--- config.mk ---
export PLATFORM = sky130hd
export DESIGN_NAME = lce_cmd_top
export DESIGN_NICKNAME = d
export VERILOG_FILES = /design/src/design/lce_cmd_pkg.sv /design/src/design/cache_mem_if.sv /design/src/design/lce_cmd_ctrl.sv /design/src/design/lce_cmd_top.sv /design/src/design/lce_readback_buf.sv
export SDC_FILE = /design/constraint.sdc
export NUM_CORES = 1
export LEC_CHECK = 0
export ABC_AREA = 1
export BUFFER_PORTS_ARGS = -buffer_cell sky130_fd_sc_hd__clkbuf_2
export CAP_MARGIN = 10
export CORE_AREA = 2 2 265 267
export CTS_CLUSTER_SIZE = 40
export DETAILED_ROUTE_END_ITERATION = 8
export DIE_AREA = 0 0 267 269
export PLACE_DENSITY = 0.3
export SLEW_MARGIN = 20
export SYNTH_ARGS = -nofsm -noshare
export SYNTH_HDL_FRONTEND = slang
export SYNTH_SLANG_ARGS = --single-unit
--- constraint.sdc ---
create_clock -name clk_i -period 5.8 [get_ports clk_i]
set_input_delay 0.58 -clock clk_i [delete_from_list [all_inputs] [get_ports clk_i]]
set_output_delay 0.58 -clock clk_i [all_outputs]
set_load 0.1 [all_outputs]
--- src/design/lce_cmd_pkg.sv ---
// Shared definitions for the LCE command handler.
// Holds widths, opcode and message encodings, and the packet and message structs
// used between the CCE, the handler and the cache memories.
// Import it with a wildcard import in the module header.

package lce_cmd_pkg;

  localparam int unsigned paddr_width        = 32;
  localparam int unsigned block_width        = 128;
  localparam int unsigned assoc              = 4;
  localparam int unsigned max_sets           = 16;
  localparam int unsigned index_width        = 4;
  localparam int unsigned way_width          = 2;
  localparam int unsigned block_offset_width = 4;
  localparam int unsigned ptag_width         = paddr_width - index_width - block_offset_width;
  localparam int unsigned id_width           = 4;
  localparam int unsigned size_width         = 3;

  // log2 of the block size in bytes, so 16 bytes per block
  localparam logic [size_width-1:0] block_size_code = 3'd4;

  typedef logic [block_width-1:0] block_t;

  typedef enum logic [2:0] {
    e_coh_i,
    e_coh_s,
    e_coh_e,
    e_coh_m,
    e_coh_o,
    e_coh_f
  } coh_state_e;

  // encodings above wb are reserved
  typedef enum logic [3:0] {
    e_lce_cmd_sync,
    e_lce_cmd_inv,
    e_lce_cmd_st,
    e_lce_cmd_data,
    e_lce_cmd_wb
  } lce_cmd_type_e;

  typedef enum logic [2:0] {
    e_lce_resp_sync_ack,
    e_lce_resp_inv_ack,
    e_lce_resp_coh_ack,
    e_lce_resp_wb,
    e_lce_resp_null_wb
  } lce_resp_type_e;

  typedef enum logic [1:0] {
    e_tag_op_set_clear,
    e_tag_op_invalidate,
    e_tag_op_set_state,
    e_tag_op_set_tag
  } tag_op_e;

  typedef enum logic [1:0] {
    e_stat_op_set_clear,
    e_stat_op_read,
    e_stat_op_clear_dirty
  } stat_op_e;

  typedef enum logic {
    e_data_op_read,
    e_data_op_write
  } data_op_e;

  typedef struct packed {
    lce_cmd_type_e            msg_type;
    logic [id_width-1:0]      src_id;
    logic [paddr_width-1:0]   addr;
    logic [way_width-1:0]     way_id;
    coh_state_e               state;
  } lce_cmd_header_s;

  typedef struct packed {
    lce_cmd_header_s header;
    block_t          data;
  } lce_cmd_s;

  typedef struct packed {
    lce_resp_type_e           msg_type;
    logic [id_width-1:0]      src_id;
    logic [id_width-1:0]      dst_id;
    logic [paddr_width-1:0]   addr;
    logic [size_width-1:0]    size;
  } lce_resp_header_s;

  typedef struct packed {
    lce_resp_header_s header;
    block_t           data;
  } lce_resp_s;

  typedef struct packed {
    tag_op_e                  opcode;
    logic [index_width-1:0]   index;
    logic [way_width-1:0]     way_id;
    coh_state_e               state;
    logic [ptag_width-1:0]    tag;
  } tag_pkt_s;

  typedef struct packed {
    stat_op_e                 opcode;
    logic [index_width-1:0]   index;
    logic [way_width-1:0]     way_id;
  } stat_pkt_s;

  typedef struct packed {
    data_op_e                 opcode;
    logic [index_width-1:0]   index;
    logic [way_width-1:0]     way_id;
    block_t                   data;
  } data_pkt_s;

  // one dirty bit per way of the set that was read
  typedef struct packed {
    logic [assoc-1:0] dirty;
  } stat_info_s;

endpackage

--- src/design/cache_mem_if.sv ---
// One cache memory port, valid->yumi.
// The controller offers a packet, the memory accepts it with yumi, and for a read
// the result appears on rdata in the cycle after acceptance.

`timescale 1ns/1ps

interface cache_mem_if #(
  parameter type pkt_t   = logic,
  parameter type rdata_t = logic
);

  pkt_t   pkt;
  logic   v;
  logic   yumi;
  rdata_t rdata;

  modport ctrl (
    output pkt, v,
    input  yumi
  );

  // readback buffers only observe the port
  modport rdbuf (
    input v, yumi, pkt, rdata
  );

  modport mem (
    input  pkt, v,
    output yumi, rdata
  );

endinterface

--- src/design/lce_cmd_ctrl.sv ---
// LCE command controller.
// Clears tag and stat memories after reset, then handles one CCE command at a time,
// forming the tag, stat and data packets and the response for each.
// The command stays on lce_cmd_i until lce_cmd_yumi_o dequeues it.

`timescale 1ns/1ps

module lce_cmd_ctrl
  import lce_cmd_pkg::*;
#(
  parameter int unsigned sets_p    = 16,
  parameter int unsigned num_cce_p = 2
) (
  input  logic                clk_i,
  input  logic                reset_i,
  input  logic [id_width-1:0] lce_id_i,

  cache_mem_if.ctrl           tag_mem,
  cache_mem_if.ctrl           stat_mem,
  cache_mem_if.ctrl           data_mem,

  input  stat_info_s          stat_buf_i,
  input  logic                stat_buf_v_i,
  input  block_t              data_buf_i,
  input  logic                data_buf_v_i,

  input  lce_cmd_s            lce_cmd_i,
  input  logic                lce_cmd_v_i,
  output logic                lce_cmd_yumi_o,

  output lce_resp_s           lce_resp_o,
  output logic                lce_resp_v_o,
  input  logic                lce_resp_ready_i,

  output logic                ready_o,
  output logic                sync_done_o,
  output logic                cache_req_complete_o
);

  // counter covers both the set sweep and the sync count
  localparam int unsigned cnt_max_lp   = (sets_p > num_cce_p) ? sets_p : num_cce_p;
  localparam int unsigned cnt_width_lp = $clog2(cnt_max_lp + 1);

  typedef enum logic [2:0] {
    e_reset,
    e_clear,
    e_ready,
    e_coh_ack,
    e_wb,
    e_wb_dirty_rd,
    e_wb_dirty_send
  } state_e;

  state_e state_r, state_n;

  logic [cnt_width_lp-1:0] cnt_r;
  logic                    cnt_inc;
  logic                    cnt_clear;
  logic                    sync_done_set;

  logic [index_width-1:0]  cmd_index;
  logic [ptag_width-1:0]   cmd_tag;
  logic [way_width-1:0]    cmd_way;
  logic                    way_dirty;
  logic                    both_yumi;

  tag_pkt_s                tag_pkt;
  stat_pkt_s               stat_pkt;
  data_pkt_s               data_pkt;
  lce_resp_s               resp;

  assign cmd_index = lce_cmd_i.header.addr[block_offset_width +: index_width];
  assign cmd_tag   = lce_cmd_i.header.addr[paddr_width-1 -: ptag_width];
  assign cmd_way   = lce_cmd_i.header.way_id;
  assign way_dirty = stat_buf_i.dirty[cmd_way];

  assign tag_mem.pkt  = tag_pkt;
  assign stat_mem.pkt = stat_pkt;
  assign data_mem.pkt = data_pkt;
  assign lce_resp_o   = resp;

  assign ready_o = (state_r != e_reset) && (state_r != e_clear);

  always_comb begin
    state_n              = state_r;
    tag_pkt              = '0;
    stat_pkt             = '0;
    data_pkt             = '0;
    tag_mem.v            = 1'b0;
    stat_mem.v           = 1'b0;
    data_mem.v           = 1'b0;
    lce_cmd_yumi_o       = 1'b0;
    lce_resp_v_o         = 1'b0;
    cache_req_complete_o = 1'b0;
    cnt_inc              = 1'b0;
    cnt_clear            = 1'b0;
    sync_done_set        = 1'b0;
    both_yumi            = 1'b0;

    // every response goes back to the commanding CCE
    resp                 = '0;
    resp.header.src_id   = lce_id_i;
    resp.header.dst_id   = lce_cmd_i.header.src_id;
    resp.header.addr     = lce_cmd_i.header.addr;

    case (state_r)
      e_reset: begin
        state_n = e_clear;
      end

      // sweep every set to invalid, one set per cycle
      e_clear: begin
        tag_pkt.opcode  = e_tag_op_set_clear;
        tag_pkt.index   = index_width'(cnt_r);
        tag_pkt.state   = e_coh_i;
        tag_mem.v       = 1'b1;
        stat_pkt.opcode = e_stat_op_set_clear;
        stat_pkt.index  = index_width'(cnt_r);
        stat_mem.v      = 1'b1;
        both_yumi       = tag_mem.yumi & stat_mem.yumi;
        if (both_yumi && (cnt_r == cnt_width_lp'(sets_p - 1))) begin
          cnt_clear = 1'b1;
          state_n   = e_ready;
        end else begin
          cnt_inc = both_yumi;
        end
      end

      e_ready: begin
        if (lce_cmd_v_i) begin
          case (lce_cmd_i.header.msg_type)
            e_lce_cmd_sync: begin
              resp.header.msg_type = e_lce_resp_sync_ack;
              lce_resp_v_o         = lce_resp_ready_i;
              lce_cmd_yumi_o       = lce_resp_v_o;
              // last expected sync finishes synchronization
              if (lce_resp_v_o && (cnt_r == cnt_width_lp'(num_cce_p - 1))) begin
                cnt_clear     = 1'b1;
                sync_done_set = 1'b1;
              end else begin
                cnt_inc = lce_resp_v_o;
              end
            end

            e_lce_cmd_inv: begin
              tag_pkt.opcode       = e_tag_op_invalidate;
              tag_pkt.index        = cmd_index;
              tag_pkt.way_id       = cmd_way;
              tag_pkt.state        = e_coh_i;
              tag_mem.v            = 1'b1;
              resp.header.msg_type = e_lce_resp_inv_ack;
              lce_resp_v_o         = tag_mem.yumi & lce_resp_ready_i;
              lce_cmd_yumi_o       = lce_resp_v_o;
            end

            e_lce_cmd_st: begin
              tag_pkt.opcode = e_tag_op_set_state;
              tag_pkt.index  = cmd_index;
              tag_pkt.way_id = cmd_way;
              tag_pkt.state  = lce_cmd_i.header.state;
              tag_pkt.tag    = cmd_tag;
              tag_mem.v      = 1'b1;
              lce_cmd_yumi_o = tag_mem.yumi;
            end

            // fill completes a miss, ack follows once both writes land
            e_lce_cmd_data: begin
              data_pkt.opcode = e_data_op_write;
              data_pkt.index  = cmd_index;
              data_pkt.way_id = cmd_way;
              data_pkt.data   = lce_cmd_i.data;
              data_mem.v      = 1'b1;
              tag_pkt.opcode  = e_tag_op_set_tag;
              tag_pkt.index   = cmd_index;
              tag_pkt.way_id  = cmd_way;
              tag_pkt.state   = lce_cmd_i.header.state;
              tag_pkt.tag     = cmd_tag;
              tag_mem.v       = 1'b1;
              if (tag_mem.yumi && data_mem.yumi) begin
                state_n = e_coh_ack;
              end
            end

            e_lce_cmd_wb: begin
              stat_pkt.opcode = e_stat_op_read;
              stat_pkt.index  = cmd_index;
              stat_pkt.way_id = cmd_way;
              stat_mem.v      = 1'b1;
              if (stat_mem.yumi) begin
                state_n = e_wb;
              end
            end

            // reserved encodings are dropped
            default: begin
              lce_cmd_yumi_o = 1'b1;
            end
          endcase
        end
      end

      e_coh_ack: begin
        resp.header.msg_type = e_lce_resp_coh_ack;
        lce_resp_v_o         = lce_cmd_v_i & lce_resp_ready_i;
        lce_cmd_yumi_o       = lce_resp_v_o;
        cache_req_complete_o = lce_cmd_yumi_o;
        if (lce_cmd_yumi_o) begin
          state_n = e_ready;
        end
      end

      // wait for the dirty bits, a clean way answers with null_wb
      e_wb: begin
        resp.header.msg_type = e_lce_resp_null_wb;
        lce_resp_v_o         = lce_resp_ready_i & stat_buf_v_i & ~way_dirty;
        lce_cmd_yumi_o       = lce_resp_v_o;
        if (stat_buf_v_i && way_dirty) begin
          state_n = e_wb_dirty_rd;
        end else if (lce_cmd_yumi_o) begin
          state_n = e_ready;
        end
      end

      e_wb_dirty_rd: begin
        data_pkt.opcode = e_data_op_read;
        data_pkt.index  = cmd_index;
        data_pkt.way_id = cmd_way;
        data_mem.v      = 1'b1;
        stat_pkt.opcode = e_stat_op_clear_dirty;
        stat_pkt.index  = cmd_index;
        stat_pkt.way_id = cmd_way;
        stat_mem.v      = 1'b1;
        if (data_mem.yumi && stat_mem.yumi) begin
          state_n = e_wb_dirty_send;
        end
      end

      e_wb_dirty_send: begin
        resp.header.msg_type = e_lce_resp_wb;
        resp.header.size     = block_size_code;
        resp.data            = data_buf_i;
        lce_resp_v_o         = lce_resp_ready_i & data_buf_v_i;
        lce_cmd_yumi_o       = lce_resp_v_o;
        if (lce_cmd_yumi_o) begin
          state_n = e_ready;
        end
      end

      default: begin
        state_n = e_reset;
      end
    endcase
  end

  always_ff @(posedge clk_i) begin
    if (reset_i) begin
      state_r     <= e_reset;
      cnt_r       <= '0;
      sync_done_o <= 1'b0;
    end else begin
      state_r <= state_n;
      if (cnt_clear) begin
        cnt_r <= '0;
      end else if (cnt_inc) begin
        cnt_r <= cnt_r + cnt_width_lp'(1);
      end
      // stays set until the next reset
      if (sync_done_set) begin
        sync_done_o <= 1'b1;
      end
    end
  end

endmodule

--- src/design/lce_cmd_top.sv ---
// Top level of the LCE command handler.
// Exposes the cache memory ports, the CCE command input and the response output
// as plain ports, and wires the controller to its two readback buffers.
// sets_p and num_cce_p are set here and passed down to the controller.

`timescale 1ns/1ps

module lce_cmd_top
  import lce_cmd_pkg::*;
#(
  parameter int unsigned sets_p    = 16,
  parameter int unsigned num_cce_p = 2
) (
  input  logic                clk_i,
  input  logic                reset_i,
  input  logic [id_width-1:0] lce_id_i,

  output logic                ready_o,
  output logic                sync_done_o,

  output tag_pkt_s            tag_pkt_o,
  output logic                tag_pkt_v_o,
  input  logic                tag_pkt_yumi_i,

  output stat_pkt_s           stat_pkt_o,
  output logic                stat_pkt_v_o,
  input  logic                stat_pkt_yumi_i,
  input  stat_info_s          stat_mem_i,

  output data_pkt_s           data_pkt_o,
  output logic                data_pkt_v_o,
  input  logic                data_pkt_yumi_i,
  input  block_t              data_mem_i,

  output logic                cache_req_complete_o,

  input  lce_cmd_s            lce_cmd_i,
  input  logic                lce_cmd_v_i,
  output logic                lce_cmd_yumi_o,

  output lce_resp_s           lce_resp_o,
  output logic                lce_resp_v_o,
  input  logic                lce_resp_ready_i
);

  stat_info_s stat_buf;
  logic       stat_buf_v;
  block_t     data_buf;
  logic       data_buf_v;

  cache_mem_if #(.pkt_t(tag_pkt_s),  .rdata_t(logic))       tag_if  ();
  cache_mem_if #(.pkt_t(stat_pkt_s), .rdata_t(stat_info_s)) stat_if ();
  cache_mem_if #(.pkt_t(data_pkt_s), .rdata_t(block_t))     data_if ();

  // memory side of each port
  assign tag_pkt_o     = tag_if.pkt;
  assign tag_pkt_v_o   = tag_if.v;
  assign tag_if.yumi   = tag_pkt_yumi_i;
  assign tag_if.rdata  = 1'b0;

  assign stat_pkt_o    = stat_if.pkt;
  assign stat_pkt_v_o  = stat_if.v;
  assign stat_if.yumi  = stat_pkt_yumi_i;
  assign stat_if.rdata = stat_mem_i;

  assign data_pkt_o    = data_if.pkt;
  assign data_pkt_v_o  = data_if.v;
  assign data_if.yumi  = data_pkt_yumi_i;
  assign data_if.rdata = data_mem_i;

  lce_cmd_ctrl #(
    .sets_p    (sets_p),
    .num_cce_p (num_cce_p)
  ) ctrl (
    .clk_i                (clk_i),
    .reset_i              (reset_i),
    .lce_id_i             (lce_id_i),
    .tag_mem              (tag_if),
    .stat_mem             (stat_if),
    .data_mem             (data_if),
    .stat_buf_i           (stat_buf),
    .stat_buf_v_i         (stat_buf_v),
    .data_buf_i           (data_buf),
    .data_buf_v_i         (data_buf_v),
    .lce_cmd_i            (lce_cmd_i),
    .lce_cmd_v_i          (lce_cmd_v_i),
    .lce_cmd_yumi_o       (lce_cmd_yumi_o),
    .lce_resp_o           (lce_resp_o),
    .lce_resp_v_o         (lce_resp_v_o),
    .lce_resp_ready_i     (lce_resp_ready_i),
    .ready_o              (ready_o),
    .sync_done_o          (sync_done_o),
    .cache_req_complete_o (cache_req_complete_o)
  );

  lce_readback_buf #(
    .payload_t (stat_info_s),
    .read_op_p (e_stat_op_read)
  ) stat_rb (
    .clk_i   (clk_i),
    .reset_i (reset_i),
    .mem     (stat_if),
    .data_o  (stat_buf),
    .v_o     (stat_buf_v)
  );

  lce_readback_buf #(
    .payload_t (block_t),
    .read_op_p (e_data_op_read)
  ) data_rb (
    .clk_i   (clk_i),
    .reset_i (reset_i),
    .mem     (data_if),
    .data_o  (data_buf),
    .v_o     (data_buf_v)
  );

endmodule

--- src/design/lce_readback_buf.sv ---
// Holds the result of the last read on a cache memory port.
// A read accepted in cycle t is loaded from rdata in cycle t+1 and reported valid
// from t+2 on, until the next read is accepted.

`timescale 1ns/1ps

module lce_readback_buf #(
  parameter type         payload_t = logic,
  parameter int unsigned read_op_p = 0
) (
  input  logic       clk_i,
  input  logic       reset_i,
  cache_mem_if.rdbuf mem,
  output payload_t   data_o,
  output logic       v_o
);

  logic     rd_accept;
  logic     rd_pend_r;
  payload_t data_r;

  assign rd_accept = mem.v & mem.yumi & (mem.pkt.opcode == read_op_p);

  always_ff @(posedge clk_i) begin
    if (reset_i) begin
      rd_pend_r <= 1'b0;
      v_o       <= 1'b0;
    end else begin
      rd_pend_r <= rd_accept;
      // a newly accepted read makes the held result stale
      if (rd_accept) begin
        v_o <= 1'b0;
      end else if (rd_pend_r) begin
        v_o <= 1'b1;
      end
    end
  end

  always_ff @(posedge clk_i) begin
    if (rd_pend_r) begin
      data_r <= mem.rdata;
    end
  end

  assign data_o = data_r;

endmodule

==> impl_results.md <==
* DR iter-0 viols at 215
* Final setup fails at 0
* Root Buffer: clkbuf_16
* Syn. warnings at 0
* Post-Synthesis Cells at 979
* Synth top area share at around half
* Max incr delay on CP at ~550 ps
* CTS buffer count at 17
* Final net count at 1,898
* RePlAce Congestion at 0.760
* Clock transition at path regs at about 70 ps
* Pre-Repair DR Iteration Count at 4
* Port buffer count at between 600 and 700
* Count of pins over their slew limit at 0
* Cells along the critical path: nand3_2 > nor3_2 > inv_4 > buf_4 > nor2_1 > clkbuf_2
* CP Class: flip-flop to output pin
* Register area share after synthesis at 54.1%
* Largest net degree at the start of global routing at 121
* Commonest non-fill, non-tap cell in the layout: clkbuf_2
* CTS H-Tree Depth at 4
* Via density at ~3.2
* Flops & latches, synth at 145
* PnR worst setup slack at about 2000 ps
* Avg Cell Area, Syn at approximately 8 um2
* CP Launch Type: flip-flop
* Core Area at about 69,000 um2
* WL/cell at 17.4 um
* Synth top area cells: edfxtp_1 51%, nor2_1 15%, inv_1 15%, buf_4 4.1%, dfxtp_1 3.3%
* Longest Clk Path Bufs at 2
* Setup Buffers After CTS at 0
* Crit-path max FO at 87
* Placed Cells incl. Taps at 2,500
* Critical Path RT at 5220 ps
* Overflow after GRT at 0
* Static Leakage at 7.10 nW
* First-pass GRT wire length at 57,500 um
* Clock sinks at between 100 and 150
* Initial Util at 11.3%
* Drt total wl at 44,100 um
* Via count at 8,120
* Initial antenna violation count at 17
* Most frequent cells in the layout: 649 x clkbuf_2, 320 x nor2_1, 317 x inv_1
* Outcome: completed
* Chip Height at 269 um
* Final Non-Filler Cells at 2,536
* Filler cells at 8,054
* CTS tree: done
* Mapped cell area at about 8000 um2
* Pre-CTS setup slack at 2220 ps
* # Max-Cap Violations at 0
* Die Area at 71,800 um2
* Slowest-stage cell, CP: dfxtp_1
* Critical Path AT at about 3200 ps
* Worst-margin pin slew at 950 ps
* Final Util at between 15 and 20%
* I/O pin count at about 680
* Max VDD drop at 0.203 mV
* Tcrit/Tclk final at 65.1%
* Vias in the first global route at 8,081
* Post-CTS resize count at 0
* Hold Crit Class: input pin to flip-flop
* Pwr/cell area at 308 nW/um2
* GRT Total Usage at around an eighth
* Fmax at 0.265 GHz
* Min Tclk post-route at 3770 ps
* Hold_buf cts at 0
* Ratio of cells with drive above 1 in the final layout at 44.3%
* P&R area growth vs syn at 58.2%
* Max Clock Skew at about 6.3 ps
* Most area-hungry cell type in the Yosys netlist: edfxtp_1
* Worst setup EP type: output pin
* Distinct cells, synth at 28
* Fin Hold WS at 302 ps
* Worst-Skew Late Latency at 450 ps
* Die width at 267 um
* Post-DP HPWL at 38,000 um
* Fin. Hold Viols at 0
* Row cnt at 97
* Setup TNS at 0 ps
* Unrepaired setup endpoints after global routing: no
* Post-route DRC violation count at 0
* Slew HR at 36.4%
* Antenna viol nets, final at 0
[kinds of logic after synthesis]
group / Yosys count / share of synthesized area (%)
fa+ha+maj: 3 / 0.481
compound gates: 29 / 2.28
flops: 145 / 54.1
other cells: 1 / 0.0481
buf+inv: 397 / 22.6
simple gates: 404 / 20.4
[path summary, 6_finish.rpt]
path,start,end,slack (ps),cells after the start
hold / removal,data_mem_i[83],data_rb.data_o[83],300,1
setup reg to reg,ctrl.state_r[0],ctrl.state_r[2],3500,10
hold reg to reg,ctrl.sync_done_o,ctrl.sync_done_o,470,2
setup / recovery,ctrl.state_r[1],data_pkt_o[85],2030,6
[power breakdown]
group,leakage [nW],switching (mW),internal [mW],total [mW]
Combinational,5.51,1.21,0.226,1.43
Clock,0.293,0.513,0.647,1.16
Sequential,1.29,0.0312,1.18,1.21
Total,7.10,1.75,2.05,3.80
[final cells by class]
| class | instances | area (um2) | area share [%] |
|---|---|---|---|
| sequential | 145 | 4230 | 34.2 |
| timing repair buffer | 653 | 3290 | 26.6 |
| multi-input combinational | 438 | 1830 | 14.8 |
| inverter | 324 | 1220 | 9.87 |
| tap | 940 | 1180 | 9.52 |
| clock buffer | 17 | 425 | 3.44 |
| clock inverter | 15 | 170 | 1.38 |
| antenna | 4 | 10.0 | 0.0811 |
[worst max-delay path, delay by kind of cell (launching register included)]
kind,cells,cell delay (ps)
flip-flops,1,550
buffers and inverters,3,1190
AND/OR/NAND/NOR,3,900
[sequential cells by signal, summed over array words and instances (netlist names)]
name               cells
data_rb.data_o       128
stat_rb.data_o         4
data_rb.rd_pend_r      1
ctrl.sync_done_o       1
stat_rb.v_o            1
ctrl.cnt_r             5
ctrl.state_r           3
stat_rb.rd_pend_r      1
data_rb.v_o            1
[stage by stage]
stage | cell area (um2) | total power, mW
after floorplan | 7810 | 2.38
after global placement | 11700 | 2.69
after detailed placement | 11700 | 2.69
after CTS | 12300 | 3.89
after global routing | 12300 | 3.98
final | 12300 | 3.80
[Yosys cell counts, drive strengths merged]
cell type / n
dfxtp: 13
clkbuf: 4
conb: 1
o21ai: 11
ha: 3
and3: 1
inv: 324
buf: 69
nor2: 327
o21a: 1
nor3: 6
nand4: 2
a21oi: 8
nand2: 47
edfxtp: 132
o211ai: 3
nand3: 21
o22ai: 6
[layer usage]
layer	track usage [%]	share of wire (%)
met4	3.89	2.3
met1	9.21	29
met2	24.4	58
met3	5.31	10
met5	0	0.16
No activity file was read; power rests on OpenSTA's default activity.
